==> config.mk <==
export PLATFORM = sky130hd
export DESIGN_NAME = fast_control_fanout
export DESIGN_NICKNAME = d
export VERILOG_FILES = /design/src/verilog/fc_cfg_pkg.sv /design/src/verilog/fc_cmd_pkg.sv /design/src/verilog/fc_ctrl_if.sv /design/src/verilog/fc_config_regs.sv /design/src/verilog/int_command_sync.sv /design/src/verilog/ext_command_capture.sv /design/src/verilog/command_fanout.sv /design/src/verilog/fast_control_fanout.sv
export SDC_FILE = /design/constraint.sdc
export NUM_CORES = 1
export LEC_CHECK = 0
export BUFFER_PORTS_ARGS = -buffer_cell sky130_fd_sc_hd__buf_2
export CORE_ASPECT_RATIO = 0.5
export CORE_MARGIN = 2
export CORE_UTILIZATION = 35
export CTS_CLUSTER_DIAMETER = 200
export DETAILED_ROUTE_END_ITERATION = 6
export PLACE_DENSITY = 0.69
export SYNTH_ARGS = -nofsm -noshare
export SYNTH_HDL_FRONTEND = slang
export SYNTH_SLANG_ARGS = --single-unit
==> constraint.sdc <==
create_clock -name sel_fast_clock -period 1.4 [get_ports sel_fast_clock]
set_input_delay 0.14 -clock sel_fast_clock [delete_from_list [all_inputs] [get_ports sel_fast_clock]]
set_output_delay 0.14 -clock sel_fast_clock [all_outputs]
set_load 0.01 [all_outputs]
==> src/verilog/fc_cfg_pkg.sv <==
`default_nettype none

package fc_cfg_pkg;

	localparam int REG_ADDR_W = 2;
	localparam int REG_DATA_W = 8;

	typedef logic [REG_ADDR_W-1:0] reg_addr_t;
	typedef logic [REG_DATA_W-1:0] reg_data_t;

	// register map
	localparam reg_addr_t REG_MODE    = 2'd0;
	localparam reg_addr_t REG_CLOCK   = 2'd1;
	localparam reg_addr_t REG_INT_CNT = 2'd2; // read only, write clears
	localparam reg_addr_t REG_EXT_CNT = 2'd3; // read only, write clears

	// REG_MODE fields
	localparam int MODE_EDGE_SEL = 0; // 1 selects the falling sample
	localparam int MODE_POLARITY = 1; // 0 inverts the command

	// REG_CLOCK fields
	localparam int CLK_INT_SELECT    = 0;
	localparam int CLK_FC_INT_SELECT = 1;
	localparam int CLK_EXT_ACTIVE    = 2; // status, read only

	// non-inverting, rising edge
	localparam reg_data_t MODE_RESET  = 8'h02;
	localparam reg_data_t CLOCK_RESET = 8'h00;

endpackage

`default_nettype wire

==> src/verilog/fc_cmd_pkg.sv <==
`default_nettype none

package fc_cmd_pkg;

	localparam int NFANOUT     = 4;
	localparam int ACT_COUNT_W = 8;
	localparam int SYNC_STAGES = 2; // flops after the input register

	typedef logic [NFANOUT-1:0]     fanout_t;
	typedef logic [ACT_COUNT_W-1:0] act_count_t;

	// channels 0 and 2 leave the board inverted
	localparam fanout_t FANOUT_INVERT = 4'b0101;

	// next value of an activity counter, clear has priority over a count
	function automatic act_count_t act_count_next(
		input act_count_t count,
		input logic       rise,
		input logic       clr
	);
		act_count_t next;
		if (clr)
			next = '0;
		else if (rise)
			next = count + 1'b1; // wraps at the top
		else
			next = count;
		return next;
	endfunction

endpackage

`default_nettype wire

==> src/verilog/fc_ctrl_if.sv <==
`default_nettype none

// configuration controls from the register bank to the command paths
interface fc_ctrl_if;

	logic edge_sel;    // external capture edge
	logic polarity;    // 0 inverts the chosen command
	logic fc_int_select;
	logic int_cnt_clr; // one-cycle strobe
	logic ext_cnt_clr; // one-cycle strobe

	modport regs (
		output edge_sel,
		output polarity,
		output fc_int_select,
		output int_cnt_clr,
		output ext_cnt_clr
	);

	modport int_path (
		input int_cnt_clr
	);

	modport ext_path (
		input edge_sel,
		input ext_cnt_clr
	);

	modport combine (
		input polarity,
		input fc_int_select
	);

endinterface

`default_nettype wire

==> src/verilog/fc_config_regs.sv <==
`default_nettype none

module fc_config_regs import fc_cfg_pkg::*, fc_cmd_pkg::*; (
	input  logic       sel_fast_clock,
	input  logic       rst_n,
	input  logic       cfg_wr,
	input  logic       cfg_rd,
	input  reg_addr_t  cfg_addr,
	input  reg_data_t  cfg_wdata,
	output reg_data_t  cfg_rdata,
	output logic       cfg_rvalid,
	output logic       clk_int_select,
	input  logic       clk_ext_active,
	input  act_count_t int_count,
	input  act_count_t ext_count,
	fc_ctrl_if.regs    ctrl
);

	logic edge_sel_q;
	logic polarity_q;
	logic clk_int_sel_q;
	logic fc_int_sel_q;
	logic mode_wr;
	logic clock_wr;
	reg_data_t rd_value;

	assign mode_wr  = cfg_wr && (cfg_addr == REG_MODE);
	assign clock_wr = cfg_wr && (cfg_addr == REG_CLOCK);

	// writable mode and clock bits
	always_ff @(posedge sel_fast_clock or negedge rst_n) begin
		if (!rst_n) begin
			edge_sel_q    <= MODE_RESET[MODE_EDGE_SEL];
			polarity_q    <= MODE_RESET[MODE_POLARITY];
			clk_int_sel_q <= CLOCK_RESET[CLK_INT_SELECT];
			fc_int_sel_q  <= CLOCK_RESET[CLK_FC_INT_SELECT];
		end else begin
			if (mode_wr) begin
				edge_sel_q <= cfg_wdata[MODE_EDGE_SEL];
				polarity_q <= cfg_wdata[MODE_POLARITY];
			end
			if (clock_wr) begin
				clk_int_sel_q <= cfg_wdata[CLK_INT_SELECT];
				fc_int_sel_q  <= cfg_wdata[CLK_FC_INT_SELECT];
			end
		end
	end

	// read value, unused bits read as zero
	always_comb begin
		rd_value = '0;
		case (cfg_addr)
			REG_MODE: begin
				rd_value[MODE_EDGE_SEL] = edge_sel_q;
				rd_value[MODE_POLARITY] = polarity_q;
			end
			REG_CLOCK: begin
				rd_value[CLK_INT_SELECT]    = clk_int_sel_q;
				rd_value[CLK_FC_INT_SELECT] = fc_int_sel_q;
				rd_value[CLK_EXT_ACTIVE]    = clk_ext_active; // live status
			end
			REG_INT_CNT: rd_value = int_count;
			REG_EXT_CNT: rd_value = ext_count;
		endcase
	end

	// read data lands one cycle after the strobe
	always_ff @(posedge sel_fast_clock or negedge rst_n) begin
		if (!rst_n) begin
			cfg_rvalid <= 1'b0;
			cfg_rdata  <= '0;
		end else begin
			cfg_rvalid <= cfg_rd;
			if (cfg_rd)
				cfg_rdata <= rd_value; // old value on a same-edge write
		end
	end

	assign clk_int_select = clk_int_sel_q;

	assign ctrl.edge_sel      = edge_sel_q;
	assign ctrl.polarity      = polarity_q;
	assign ctrl.fc_int_select = fc_int_sel_q;
	// a write to a counter address clears it on the same edge it is sampled
	assign ctrl.int_cnt_clr   = cfg_wr && (cfg_addr == REG_INT_CNT);
	assign ctrl.ext_cnt_clr   = cfg_wr && (cfg_addr == REG_EXT_CNT);

endmodule

`default_nettype wire

==> src/verilog/int_command_sync.sv <==
`default_nettype none

module int_command_sync import fc_cmd_pkg::*; (
	input  logic         sel_fast_clock,
	input  logic         rst_n,
	input  logic         int_fast_command,
	fc_ctrl_if.int_path  ctrl,
	output logic         fc_from_int,
	output act_count_t   int_count
);

	logic                   in_q;   // source-side input register
	logic [SYNC_STAGES-1:0] sync_q; // bit 0 is the first stage
	logic                   prev_q;
	logic                   rise;

	always_ff @(posedge sel_fast_clock or negedge rst_n) begin
		if (!rst_n) begin
			in_q   <= 1'b0;
			sync_q <= '0;
		end else begin
			in_q   <= int_fast_command;
			sync_q <= {sync_q[SYNC_STAGES-2:0], in_q};
		end
	end

	assign fc_from_int = sync_q[SYNC_STAGES-1];

	// activity count on rising edges of the synchronised bit
	assign rise = fc_from_int && !prev_q;

	always_ff @(posedge sel_fast_clock or negedge rst_n) begin
		if (!rst_n) begin
			prev_q    <= 1'b0;
			int_count <= '0;
		end else begin
			prev_q    <= fc_from_int;
			int_count <= act_count_next(int_count, rise, ctrl.int_cnt_clr);
		end
	end

endmodule

`default_nettype wire

==> src/verilog/ext_command_capture.sv <==
`default_nettype none

module ext_command_capture import fc_cmd_pkg::*; (
	input  logic         sel_fast_clock,
	input  logic         rst_n,
	input  logic         ext_rise,
	input  logic         ext_fall,
	fc_ctrl_if.ext_path  ctrl,
	output logic         fc_from_ext,
	output act_count_t   ext_count
);

	logic rise_q; // sample taken on the rising clock edge
	logic fall_q; // sample taken on the falling clock edge
	logic prev_q;
	logic rise;

	always_ff @(posedge sel_fast_clock or negedge rst_n) begin
		if (!rst_n) begin
			rise_q <= 1'b0;
			fall_q <= 1'b0;
		end else begin
			rise_q <= ext_rise;
			fall_q <= ext_fall;
		end
	end

	assign fc_from_ext = ctrl.edge_sel ? fall_q : rise_q;

	assign rise = fc_from_ext && !prev_q;

	// same counting rule as the internal path
	always_ff @(posedge sel_fast_clock or negedge rst_n) begin
		if (!rst_n) begin
			prev_q    <= 1'b0;
			ext_count <= '0;
		end else begin
			prev_q    <= fc_from_ext;
			ext_count <= act_count_next(ext_count, rise, ctrl.ext_cnt_clr);
		end
	end

endmodule

`default_nettype wire

==> src/verilog/command_fanout.sv <==
`default_nettype none

module command_fanout import fc_cmd_pkg::*; (
	input  logic        sel_fast_clock,
	input  logic        rst_n,
	input  logic        fc_from_int,
	input  logic        fc_from_ext,
	input  logic        clk_ext_active,
	fc_ctrl_if.combine  ctrl,
	output logic        fast_command_out,
	output fanout_t     fast_command_fanout
);

	logic use_int_q; // 1 selects the internal path
	logic fc_sel;

	// without an active external clock the internal path is forced
	always_ff @(posedge sel_fast_clock or negedge rst_n) begin
		if (!rst_n)
			use_int_q <= 1'b1;
		else
			use_int_q <= !clk_ext_active || ctrl.fc_int_select;
	end

	assign fc_sel = use_int_q ? fc_from_int : fc_from_ext;

	assign fast_command_out = ctrl.polarity ? fc_sel : !fc_sel;

	// output register per channel, fixed inversion per board routing
	always_ff @(posedge sel_fast_clock or negedge rst_n) begin
		if (!rst_n)
			fast_command_fanout <= '0;
		else
			fast_command_fanout <= {NFANOUT{fast_command_out}} ^ FANOUT_INVERT;
	end

endmodule

`default_nettype wire

==> src/verilog/fast_control_fanout.sv <==
`default_nettype none

module fast_control_fanout import fc_cfg_pkg::*, fc_cmd_pkg::*; (
	input  logic      sel_fast_clock,
	input  logic      rst_n,

	// register access
	input  logic      cfg_wr,
	input  logic      cfg_rd,
	input  reg_addr_t cfg_addr,
	input  reg_data_t cfg_wdata,
	output reg_data_t cfg_rdata,
	output logic      cfg_rvalid,

	// clock status and select
	input  logic      clk_ext_active,
	output logic      clk_int_select,

	// command inputs
	input  logic      int_fast_command,
	input  logic      ext_rise,
	input  logic      ext_fall,

	// command outputs
	output logic      fast_command_out,
	output fanout_t   fast_command_fanout
);

	logic       fc_from_int;
	logic       fc_from_ext;
	act_count_t int_count;
	act_count_t ext_count;

	fc_ctrl_if ctrl ();

	fc_config_regs u_regs (
		.sel_fast_clock (sel_fast_clock),
		.rst_n          (rst_n),
		.cfg_wr         (cfg_wr),
		.cfg_rd         (cfg_rd),
		.cfg_addr       (cfg_addr),
		.cfg_wdata      (cfg_wdata),
		.cfg_rdata      (cfg_rdata),
		.cfg_rvalid     (cfg_rvalid),
		.clk_int_select (clk_int_select),
		.clk_ext_active (clk_ext_active),
		.int_count      (int_count),
		.ext_count      (ext_count),
		.ctrl           (ctrl.regs)
	);

	int_command_sync u_int_path (
		.sel_fast_clock   (sel_fast_clock),
		.rst_n            (rst_n),
		.int_fast_command (int_fast_command),
		.ctrl             (ctrl.int_path),
		.fc_from_int      (fc_from_int),
		.int_count        (int_count)
	);

	ext_command_capture u_ext_path (
		.sel_fast_clock (sel_fast_clock),
		.rst_n          (rst_n),
		.ext_rise       (ext_rise),
		.ext_fall       (ext_fall),
		.ctrl           (ctrl.ext_path),
		.fc_from_ext    (fc_from_ext),
		.ext_count      (ext_count)
	);

	command_fanout u_fanout (
		.sel_fast_clock      (sel_fast_clock),
		.rst_n               (rst_n),
		.fc_from_int         (fc_from_int),
		.fc_from_ext         (fc_from_ext),
		.clk_ext_active      (clk_ext_active),
		.ctrl                (ctrl.combine),
		.fast_command_out    (fast_command_out),
		.fast_command_fanout (fast_command_fanout)
	);

endmodule

`default_nettype wire

# Yosys cells after proc, flatten, opt, wreduce, memory -nomap -nowiden
# Cells that the tools add are included.
[word_totals] mem_count=0 mem_bits_rw=0 regBits=41 out_inout_bits=15 rom_bits=0 latch_bits=0
[op_classes] n_addsub=2 order_cmp=0 n_eq_ne=3 shifts=0 n_reduce_logical=14 div_mod_pow=0 n_mux=10 bitwise_logic=1 multipliers=0
[ops] operator="$mux W8" n=4
[ops] operator="$add A8 B1 Y8 const B" n=2
[ops] operator="$pmux W5 S2" n=1
[ops] operator="$pmux W2 S4" n=1
[ops] operator="$logic_and A1 B1 Y1" n=6
[ops] operator="$eq A2 B2 Y1 const B" n=2
[ops] operator="$logic_not A1 Y1" n=4
[ops] operator="$reduce_bool A2 Y1" n=2
[ops] operator="$mux W1" n=3
[ops] operator="$pmux W1 S3" n=1
[ops] operator="$eq A2 B1 Y1 const B" n=1
[ops] operator="$logic_not A2 Y1" n=1
[ops] operator="$not A2 Y2" n=1
[ops] operator="$logic_or A1 B1 Y1" n=1

# Logic depth before layout (Yosys ltp)
# Gate-level depths: netlist of run 1.
[depth] depth_word=5 depth_mapped=5 mapped_depth_nobuf=4

# Hierarchy
# A second synthesis of run 1 with hierarchy kept.
[hier_totals] hier_cells=157 hier_area_um2=1845.5
[modules_own_cells] mod="fc_config_regs" area_each_um2=684.4 cells_each=56 instances=1 seq_area_each_um2=326.6
[modules_own_cells] mod="ext_command_capture" area_each_um2=525.5 cells_each=48 instances=1 seq_area_each_um2=275.3
[modules_own_cells] mod="int_command_sync" area_each_um2=506.7 cells_each=44 instances=1 seq_area_each_um2=300.3
[modules_own_cells] mod="command_fanout" area_each_um2=128.9 cells_each=9 instances=1 seq_area_each_um2=76.3

# Least setup slack after synthesis of run 1
# Ideal clock, no wire load.
[synth_path] path_type="flip-flop to output port" startpoint="reg u_regs.edge_sel_q, in the netlist u_regs.ctrl.edge_sel" endpoint="out fast_command_out" arrival_time_ns=1.330 path_stages_with_launch=6 setup_slack_ns=-0.070 n_path_buf=1 path_cell_list="dfrtp_1 mux2i_2 buf_4 inv_2 mux2i_4 xor2_1"
[synth_between] elab_chain_cells=4
[synth_lines] element="start: declaration" line="fc_config_regs.sv:19" source="logic edge_sel_q;"
[synth_lines] element="start signal: assignment" line="fc_config_regs.sv:33" source="edge_sel_q <= MODE_RESET[MODE_EDGE_SEL];"
[synth_lines] element="start signal: assignment" line="fc_config_regs.sv:39" source="edge_sel_q <= cfg_wdata[MODE_EDGE_SEL];"
[synth_lines] element="$mux W1 (*)" line="ext_command_capture.sv:28" source="assign fc_from_ext = ctrl.edge_sel ? fall_q : rise_q;"
[synth_lines] element="net fc_from_ext" line="fast_control_fanout.sv:30" source="logic fc_from_ext;"
[synth_lines] element="$mux W1 (*)" line="command_fanout.sv:25" source="assign fc_sel = use_int_q ? fc_from_int : fc_from_ext;"
[synth_lines] element="$logic_not A1 Y1" line="command_fanout.sv:27" source="assign fast_command_out = ctrl.polarity ? fc_sel : !fc_sel;"
[synth_lines] element="$mux W1 (*)" line="command_fanout.sv:27"
[synth_lines] element="end: declaration" line="fast_control_fanout.sv:25" source="output logic fast_command_out,"
# Mark *: on every way through the listed nets, which the timed path passes. The rest lies on a longest branch.

# Worst setup path after layout of run 1
# Ends and elaborated chain as after synthesis.

==> results by group, run 1 <==
Critical path
  • CP startpoint: u_regs.ctrl.edge_sel
  • Worst r2r src: u_regs.ctrl.edge_sel
  • Crit path max fanout: 2
  • R2r setup slk: -0.09 ns
  • CP startpoint kind: flip-flop
  • Path depth of the worst reg2reg path: 5
  • Reg2Reg Capture Point: u_ext_path.ext_count[2]
  • WP data arrival: 1.54 ns
  • Critical path class: flip-flop to primary output
  • Worst setup EP type: primary output
  • CP required: 1.26 ns

Logic synthesis
  • Seq/Total Area, Yosys: 55.70%
  • Number of synthesized flops with an enable pin: 0
  • Synthesized net count: 169
  • Gate Count Post-Synth: 149
  • YS warnings: 0
  • Synth Flop Type: dfrtp_1
  • FF+latch count, synth: 39
  • Ys async rst share: 100.0%
  • Synth area leaders: dfrtp_1 53%, a21oi_1 3.7%, mux2i_1 3.4%, dfstp_2 3.0%, o31ai_1 3.0%
  • Mapped cell area: 1757 sq um
  • Post-synth cell types: 37
  • Post-synth top area share: 52.71%
  • Average cell area after synthesis: 11.79 sq um
  • Synth area leader: dfrtp_1

CTS
  • Clk root buf: clkbuf_8
  • Clock Path Buffers: 2
  • Clock latency at the later pin of the worst-skew pair: 0.29 ns
  • Total CTS buffers: 5
  • H-tree levels: 2
  • Clock Pin Slew Worst Setup and Hold Paths: 0.07 ns
  • CTS tree: yes
  • CTS Sinks: 39

Floorplanning
  • Die Ht: 54.10 um
  • Core area: 4887 sq um
  • Die X: 104.2 um
  • Ports: 33
  • Die Area: 5636 sq um
  • Cell Rows: 18
  • Initial cell density of the core: 35.94%

Hold path
  • Hold Startpoint: clk_ext_active
  • Worst min-delay path class: input port to flip-flop
  • Hold path endpoint: u_fanout.use_int_q
  • Worst Hold Depth: 2

Timing
  • Worst slew pin tran: 0.4925 ns
  • Final setup skew: 0.001996 ns
  • Fmax: 594.5 MHz
  • Final hold viol count: 0
  • Minimum clock period: 1.682 ns
  • Setup WS post-layout: -0.2822 ns
  • Period utilisation layout: 120.2%
  • Final Slew Violations: 0
  • RSZ-0062 raised after global routing: true
  • Slew headroom: 67.16%
  • Final setup vio count: 8
  • Setup tns final: -0.8055 ns

Job
  • Max_cap viols: 0

Final layout
  • Most frequent cells in the layout: 37 x dfrtp_1, 26 x buf_2, 17 x buf_4
  • # diodes: 0
  • Nets: 218
  • Layout cells sized above 1: 42.21%
  • Most common library cell in the layout ignoring fill and taps: dfrtp_1
  • Synth-to-Final Area Change: 34.47%

Global route
  • Vias in the first global route: 1303
  • Gr usage total: 15.29%
  • Total grt overflow: 0
  • Met3 usage: 4.843%
  • Met2 Resource Use GR: 25.99%
  • Global Route met1 Usage: 18.58%
  • Initial antenna violation count: 0
  • First-pass GRT wire length: 6389 um
  • Largest net degree at the start of global routing: 40
  • Most used routing layer: met2

Routing
  • Vias per inst: 4.844
  • Initial DRC Count: 50
  • Wire per inst: 14.54 um
  • Antenna Nets Post-Route: 0
  • Residual DRC count: 0
  • First-pass detailed-route iteration total: 4
  • Via count: 1303
  • Post-Route WL: 3911 um

Run status
  • Status: finished with violations
  • Failing checks: negative setup slack

Placed design
  • Final Wtd Congestion: 0.7924
  • Half-perimeter wire length after placement: 2703 um
  • IO buf count: 26

Power and ir drop
  • Peak supply drop: 0.5494 mV
  • Pleak: 0.001043 uW
  • Power Density: 1382 nW/um^2
  • Tot Pwr: 3266 uW
## flip-flops by register name, indices dropped and copies added, names as in the netlist
signal and count:
u_regs.ctrl.fc_int_select 1, u_ext_path.rise_q 1, u_regs.cfg_rvalid 1, u_regs.cfg_rdata 8
u_int_path.int_count 8, u_fanout.fast_command_fanout 2, u_int_path.in_q 1, u_ext_path.ext_count 8
u_ext_path.prev_q 1, u_regs.ctrl.edge_sel 1, u_fanout.use_int_q 1, u_regs.ctrl.polarity 1
u_ext_path.fall_q 1, u_regs.clk_int_select 1, u_int_path.sync_q 2, u_int_path.prev_q 1
## worst max-delay path by stage
| stage | cells past startpoint | slack [ns] | endpoint |
|---|---|---|---|
| final | 5 | -0.28 | fast_command_out |
| after floorplan | 5 | -0.02 | fast_command_out |
| after CTS | 5 | -0.31 | fast_command_out |
| after global placement | 4 | -0.05 | u_ext_path.ext_count[5] |
| after global routing | 5 | -0.39 | fast_command_out |
| after detailed placement | 4 | -0.1 | u_ext_path.ext_count[7] |
## synth_stat cells, types with 3 or more instances
cell type and n:
mux2_2 3, dfrtp_1 37, mux2i_1 6, xnor2_1 3, clkbuf_1 3, o22ai_1 5, nand2_1 6, o31ai_1 7
mux2_1 4, inv_1 8, nand3b_1 4, or4_1 7, a21oi_1 13, o21ai_0 5, nor2_1 5, or3_1 5
nand3_1 3, buf_4 3
## per-layer routing
metal	vias to the layer above	share of wire, %
met4	0	1.6
met1	641	47
met5	-	0
li1	635	-
met3	8	4.6
met2	19	47
## layout make-up
type | instances | area [sq um]
Inverter | 9 | 36.28
Multi-Input combinational cell | 93 | 810.8
Fill cell | 461 | 2525
Clock inverter | 2 | 35.03
Clock buffer | 6 | 82.58
Sequential cell | 39 | 978.4
Timing Repair Buffer | 50 | 331.6
Tap cell | 70 | 87.58
## repair_timing
item / in CTS / in global routing
endpoints found under the hold margin: 40 / 0
setup endpoints to repair: 7 / 12
gates cloned: 1 / 0
buffers inserted: 3 / 1
hold buffers: 4 / 0
pin swaps: 13 / 3
gates resized for setup: 14 / 13
## cell families after synthesis
family	count (synthesis)	synth area share (%)
flip-flops	39	55.70
AND/OR/NAND/NOR	38	13.25
AO/OA/AOI/OAI	32	10.54
buffers and inverters	17	4.344
multiplexers	17	12.75
XOR/XNOR	4	1.995
adder cells (fa/ha/maj)	2	1.424
## power by group
group	leakage, uW	internal, uW	total (uW)	switching, uW
clock network	0.0000612	576	967	390
logic	0.000485	434	833	400
registers	0.000496	1310	1470	156
total	0.00104	2320	3270	946
## critical path: stages (launching register included)
cell	delay, ns
dfrtp_1	0.37
mux2i_2	0.30
inv_4	0.07
mux2i_4	0.19
xor2_2	0.17
buf_2	0.15
## per-stage QoR
stage	utilization [%]	hold slack (ns)	instances	area, sq um	setup slack, ns
6_report	48.34	0.009578	269	2362	-0.2822
5_1_grt	48.34	0.001091	269	2362	-0.3948
4_1_cts	47.16	0.001459	268	2305	-0.3102
3_5_place_dp	42.04	0.2336	252	2054	-0.09645
3_3_place_gp	42.04	0.2171	252	2054	-0.04750
2_1_floorplan	-	-0.1556	149	1767	-0.02303
Power figures use the tool's default switching activity.
==> run 2: changes to the inputs <==
- TNS_END_PERCENT: not set -> 5
==> results by group, run 2 (same netlist as run 1, synthesis figures left out) <==
Global route
  • Initial antenna violation count: 0 (unchanged)
  • Gr usage total: 14.88% (-0.41 points)
  • Total grt overflow: 0 (unchanged)
  • Vias in the first global route: 1278 (-1.9%)
  • Largest net degree at the start of global routing: 40 (unchanged)
  • First-pass GRT wire length: 6210 um (-2.8%)

Final layout
  • Synth-to-Final Area Change: 28.21%
  • Most common library cell in the layout ignoring fill and taps: dfrtp_1
  • Most frequent cells in the layout: 37 x dfrtp_1, 26 x buf_2, 17 x buf_4
  • Design area: 2252 sq um (-4.7%)
  • Final core utilization: 46.08% (-2.3 points)
  • Layout cells sized above 1: 36.22% (-6.0 points)
  • Largest registers: u_ext_path.ext_count x8, u_int_path.int_count x8, u_regs.cfg_rdata x8
  • # diodes: 0 (unchanged)
  • Layout filler cell count: 472 (+2.4%)
  • Nets: 215 (-1.4%)

Critical path
  • Path depth of the worst reg2reg path: 4 (-1)
  • Slowest CP cell: dfrtp_1
  • Worst r2r src: u_regs.ctrl.edge_sel
  • Critical path, cell by cell: mux2i_2 -> inv_4 -> mux2i_4 -> xor2_2 -> buf_2
  • Crit path max fanout: 2 (unchanged)
  • Largest stage delay on the critical path: 0.37 ns (about the same)
  • WP data arrival: 1.53 ns (about the same)
  • Critical path class: flip-flop to primary output
  • CP required: 1.26 ns (about the same)
  • Worst setup EP type: primary output
  • Reg2Reg Capture Point: u_ext_path.ext_count[6]
  • Delay-heaviest family, CP: multiplexers
  • Critical Path Stages: 5 (unchanged)
  • R2r setup slk: -0.11 ns (-0.02 ns)
  • CP Buf/Inv Count: 2 (unchanged)
  • CP startpoint kind: flip-flop

Hold path
  • Hold path endpoint: u_fanout.use_int_q
  • Hold Startpoint: clk_ext_active
  • Worst Hold Depth: 2 (unchanged)
  • Worst min-delay path class: input port to flip-flop

Power and ir drop
  • Power Density: 1416 nW/um^2 (+2.4%)
  • Pleak: 0.0009946 uW (-4.6%)
  • Part of the power in registers: 45.7% (+0.8 points)
  • Combinational power share: 24.0% (-1.5 points)
  • Peak supply drop: 0.5483 mV (-0.20%)
  • Clk pwr share: 30.3% (+0.7 points)
  • P_sw: 903.7 uW (-4.4%)
  • Internal power: 2286 uW (-1.5%)
  • Sw frac: 28.33% (-0.63 points)

Floorplanning
  • Core area: 4887 sq um (unchanged)
  • Initial cell density of the core: 35.94% (unchanged)
  • Cell Rows: 18 (unchanged)
  • Die Ht: 54.10 um (unchanged)
  • Die X: 104.2 um (unchanged)
  • Die Area: 5636 sq um (unchanged)
  • Ports: 33 (unchanged)

Run status
  • Status: finished with violations
  • Failing checks: negative setup slack

Routing
  • Routed met2 length: 1777 um (-2.7%)
  • Antenna Nets Post-Route: 0 (unchanged)
  • Met3 WL: 185 um (+3.9%)
  • Via count: 1289 (-1.1%)
  • Residual DRC count: 0 (unchanged)
  • Vias per inst: 4.846 (about the same)
  • Initial DRC Count: 37 (-26%)
  • Top Metal Used: met4
  • First-pass detailed-route iteration total: 4 (unchanged)
  • Wire per inst: 14.20 um (-2.3%)
  • Post-Route WL: 3777 um (-3.4%)
  • M1 WL: 1754 um (-4.9%)

Job
  • Max_cap viols: 0 (unchanged)

Timing
  • Final setup vio count: 7 (-1)
  • Final hold viol count: 0 (unchanged)
  • Final setup skew: 0.003670 ns (+0.001675 ns)
  • Slew headroom: 67.37% (+0.20 points)
  • RSZ-0062 raised after global routing: true
  • Minimum clock period: 1.673 ns (-0.009022 ns)
  • Setup WS post-layout: -0.2732 ns (+0.009022 ns)
  • Worst slew pin tran: 0.4895 ns (-0.003029 ns)
  • Final Slew Violations: 0 (unchanged)
  • Period utilisation layout: 119.5% (-0.64 points)
  • Fmax: 597.7 MHz (+0.54%)
  • Setup tns final: -0.7093 ns (+0.09620 ns)

Placed design
  • IO buf count: 26 (unchanged)
  • Final Wtd Congestion: 0.7924 (unchanged)
  • Dpl cell area: 2054 sq um (unchanged)
  • Half-perimeter wire length after placement: 2703 um (unchanged)

CTS
  • Clk root buf: clkbuf_8
  • CTS Sinks: 39 (unchanged)
  • Clock Pin Slew Worst Setup and Hold Paths: 0.07 ns (about the same)
  • CTS tree: yes
  • Clock Path Buffers: 2 (unchanged)
  • Clock latency at the later pin of the worst-skew pair: 0.29 ns (about the same)
  • H-tree levels: 2 (unchanged)
  • Total CTS buffers: 5 (unchanged)
## run 2: timing repair
action | 4_1_cts | 5_1_grt
gates cloned | 0 | 0
setup buffers | 1 | 1
pin swaps | 2 | 4
resized for setup | 2 | 7
endpoints found under the setup margin | 7 | 12
endpoints found under the hold margin | 40 | 0
hold buffers | 4 | 0
## run 2: metal layers
| layer | global-route usage, % | vias up |
|---|---|---|
| li1 | - | 630 |
| met1 | 17.98 | 630 |
| met2 | 25.22 | 21 |
| met3 | 4.843 | 8 |
| met4 | 6.757 | 0 |
| met5 | 0 | - |
## run 2: how the worst max path moves through the flow
stage                                   end            startpoint  slack [ns]
floorplan                  fast_command_out  u_regs.ctrl.edge_sel       -0.02
global placement    u_ext_path.ext_count[5]  u_regs.ctrl.edge_sel       -0.05
detailed placement  u_ext_path.ext_count[7]  u_regs.ctrl.edge_sel        -0.1
CTS                        fast_command_out  u_regs.ctrl.edge_sel       -0.31
global route               fast_command_out  u_regs.ctrl.edge_sel       -0.39
finish                     fast_command_out  u_regs.ctrl.edge_sel       -0.27
## run 2: cell type report
class | instances | area (sq um) | area share, %
clock inverters | 2 | 35.03 | 1.556
inverters | 9 | 36.28 | 1.611
clock buffers | 6 | 82.58 | 3.667
multi-input cells | 93 | 734.5 | 32.61
well taps | 70 | 87.58 | 3.889
flip-flops and latches | 39 | 978.4 | 43.44
repair buffers | 47 | 297.8 | 13.22
## run 2: worst reg2reg max path: cells and delay by family (launching register included)
kind / cells / cell delay (ns)
AO/OA/AOI/OAI: 1 / 0.16
multiplexers: 1 / 0.18
flip-flops: 1 / 0.40
AND/OR/NAND/NOR: 1 / 0.53
buffers and inverters: 1 / 0.18
## run 2: power groups by stage
stage               Sequential (uW)  Combinational, uW  Clock (uW)
global placement               1470                713           0
global route                   1480                852        1060
finish                         1460                765         966
CTS                            1460                761         996
floorplan                      1500                394           0
detailed placement             1480                739           0
## run 2: per-stage QoR
stage | worst slack, ns | power, uW | std cells | hold slack (ns)
global route | -0.3943 | 3393 | 266 | 0.001091
global placement | -0.04750 | 2182 | 252 | 0.2171
CTS | -0.3129 | 3213 | 265 | 0.001459
floorplan | -0.02303 | 1891 | 149 | -0.1556
finish | -0.2732 | 3190 | 266 | 0.009120
detailed placement | -0.09645 | 2215 | 252 | 0.2336
==> run 3: changes to the inputs <==
- GPL_TIMING_DRIVEN: not set -> 0
==> results by group, run 3 (same netlist as run 1, synthesis figures left out) <==
Run status
  • Status: finished with violations
  • Failing checks: negative setup slack

Final layout
  • Post-route insts no fill: 264 (-0.75%)
  • Synth-to-Final Area Change: 25.71%
  • Largest registers: u_ext_path.ext_count x8, u_int_path.int_count x8, u_regs.cfg_rdata x8
  • Layout filler cell count: 475 (+0.64%)
  • # diodes: 0 (unchanged)
  • Most common library cell in the layout ignoring fill and taps: dfrtp_1
  • Design area: 2208 sq um (-1.9%)
  • Sequential Area: 980.9 sq um (+0.26%)
  • Nets: 213 (-0.93%)
  • Layout cells sized above 1: 30.93% (-5.3 points)
  • Multi-input logic area: 738.2 sq um (+0.51%)
  • Most frequent cells in the layout: 35 x dfrtp_1, 26 x buf_2, 11 x a21oi_1

Routing
  • Initial DRC Count: 41 (+11%)
  • Antenna Nets Post-Route: 0 (unchanged)
  • Wire per inst: 13.63 um (-4.0%)
  • Post-Route WL: 3597 um (-4.8%)
  • Vias per inst: 4.852 (+0.13%)
  • Via count: 1281 (-0.62%)
  • Residual DRC count: 0 (unchanged)
  • First-pass detailed-route iteration total: 4 (unchanged)

Hold path
  • Worst min-delay path class: input port to flip-flop
  • Worst Hold Depth: 2 (unchanged)
  • Hold path endpoint: u_regs.ctrl.fc_int_select
  • Hold Startpoint: cfg_wdata[1]

Critical path
  • CP startpoint kind: flip-flop
  • Reg2Reg Capture Point: u_ext_path.ext_count[6]
  • CP required: 1.26 ns (about the same)
  • Critical path class: flip-flop to primary output
  • WP data arrival: 1.65 ns (+0.12 ns)
  • R2r setup slk: -0.10 ns (about the same)
  • Path depth of the worst reg2reg path: 4 (unchanged)
  • Worst r2r src: u_regs.ctrl.edge_sel
  • Crit path max fanout: 2 (unchanged)
  • Worst setup EP type: primary output

Timing
  • Final hold viol count: 0 (unchanged)
  • Final setup vio count: 8 (+1)
  • Minimum clock period: 1.788 ns (+0.1146 ns)
  • Final setup skew: 0.005141 ns (+0.001471 ns)
  • Final Slew Violations: 0 (unchanged)
  • Slew headroom: 43.30% (-24 points)
  • Final worst hold slack: 0.07088 ns (+0.06176 ns)
  • Period utilisation layout: 127.7% (+8.2 points)
  • RSZ-0062 raised after global routing: true
  • Setup WS post-layout: -0.3878 ns (-0.1146 ns)
  • Worst slew pin tran: 0.8505 ns (+0.3610 ns)
  • Fmax: 559.4 MHz (-6.4%)

CTS
  • Total CTS buffers: 5 (unchanged)
  • Clock Pin Slew Worst Setup and Hold Paths: 0.08 ns (about the same)
  • H-tree levels: 2 (unchanged)
  • Clk root buf: clkbuf_8
  • Clock Path Buffers: 2 (unchanged)
  • CTS Sinks: 39 (unchanged)
  • Clock latency at the later pin of the worst-skew pair: 0.30 ns (about the same)
  • CTS tree: yes

Floorplanning
  • Die X: 104.2 um (unchanged)
  • Die Ht: 54.10 um (unchanged)
  • Cell Rows: 18 (unchanged)
  • Initial cell density of the core: 35.94% (unchanged)
  • Ports: 33 (unchanged)
  • Core area: 4887 sq um (unchanged)
  • Die Area: 5636 sq um (unchanged)

Job
  • Max_cap viols: 0 (unchanged)

Power and ir drop
  • Tot Pwr: 2990 uW (-6.2%)
  • Pleak: 0.0009482 uW (-4.7%)
  • Peak supply drop: 0.4708 mV (-14%)
  • Power Density: 1354 nW/um^2 (-4.4%)

Global route
  • Total grt overflow: 0 (unchanged)
  • Vias in the first global route: 1215 (-4.9%)
  • Initial antenna violation count: 0 (unchanged)
  • Gr usage total: 14.07% (-0.82 points)
  • Largest net degree at the start of global routing: 40 (unchanged)
  • First-pass GRT wire length: 5940 um (-4.3%)

Placed design
  • Final Wtd Congestion: 0.7930 (about the same)
  • Dpl cells: 244 (-3.2%)
  • Dpl cell area: 1979 sq um (-3.7%)
  • IO buf count: 25 (-3.8%)
  • Half-perimeter wire length after placement: 2477 um (-8.4%)
==> run 3: metrics by stage <==
| stage | setup TNS, ns | setup slack, ns | util [%] |
|---|---|---|---|
| after floorplan | -0.02303 | -0.02303 | - |
| after global placement | -0.5112 | -0.3026 | 40.50 |
| after detailed placement | -0.6384 | -0.3252 | 40.50 |
| after CTS | -0.8212 | -0.4000 | 45.03 |
| after global routing | -1.512 | -0.4837 | 45.19 |
| final | -0.7906 | -0.3878 | 45.19 |
==> run 3: final cells by class <==
type / count / area share [%]
inverter: 9 / 1.643
clock inverter: 3 / 0.9065
timing repair buffer: 37 / 10.42
sequential: 39 / 44.42
clock buffer: 5 / 3.116
tap: 70 / 3.966
buffer: 8 / 2.096
multi-input combinational: 93 / 33.43
==> run 3: where the power goes <==
group          switching (uW)  internal (uW)  leakage [uW]
logic                     325            378      0.000414
clock network             416            347     0.0000402
registers                 210           1310      0.000494
==> run 3: worst max-delay path by stage <==
stage / startpoint / end / slack [ns] / depth (start not counted)
6_report: u_regs.ctrl.edge_sel / fast_command_out / -0.39 / 6
5_1_grt: u_regs.ctrl.edge_sel / fast_command_out / -0.48 / 6
4_1_cts: u_regs.ctrl.edge_sel / fast_command_out / -0.40 / 6
3_5_place_dp: u_regs.ctrl.edge_sel / fast_command_out / -0.33 / 6
3_3_place_gp: u_regs.ctrl.edge_sel / fast_command_out / -0.30 / 6
2_1_floorplan: u_regs.ctrl.edge_sel / fast_command_out / -0.02 / 5
==> run 3: per-layer routing <==
metal | global-route usage (%) | vias up | share of wire (%)
met4 | 6.306 | 0 | 1.4
met5 | 0 | - | 0
met1 | 18.32 | 626 | 50
met3 | 4.722 | 6 | 4.4
met2 | 21.82 | 24 | 45
li1 | - | 625 | -
==> run 3: what timing repair did <==
item                                   in CTS  in global routing
cloned                                      0                  0
endpoints found under the hold margin      42                  0
resized for setup                           6                  4
setup endpoints to repair                   6                 13
setup buffers                               6                  0
hold buffers                                6                  0
pin swaps                                   8                  0
==> run 3: critical path, stage by stage (launching register included) <==
cell and delay (ns):
dfrtp_1 0.41, mux2i_4 0.27, buf_6 0.13, inv_4 0.03
mux2i_4 0.19, xor2_2 0.17, buf_2 0.15
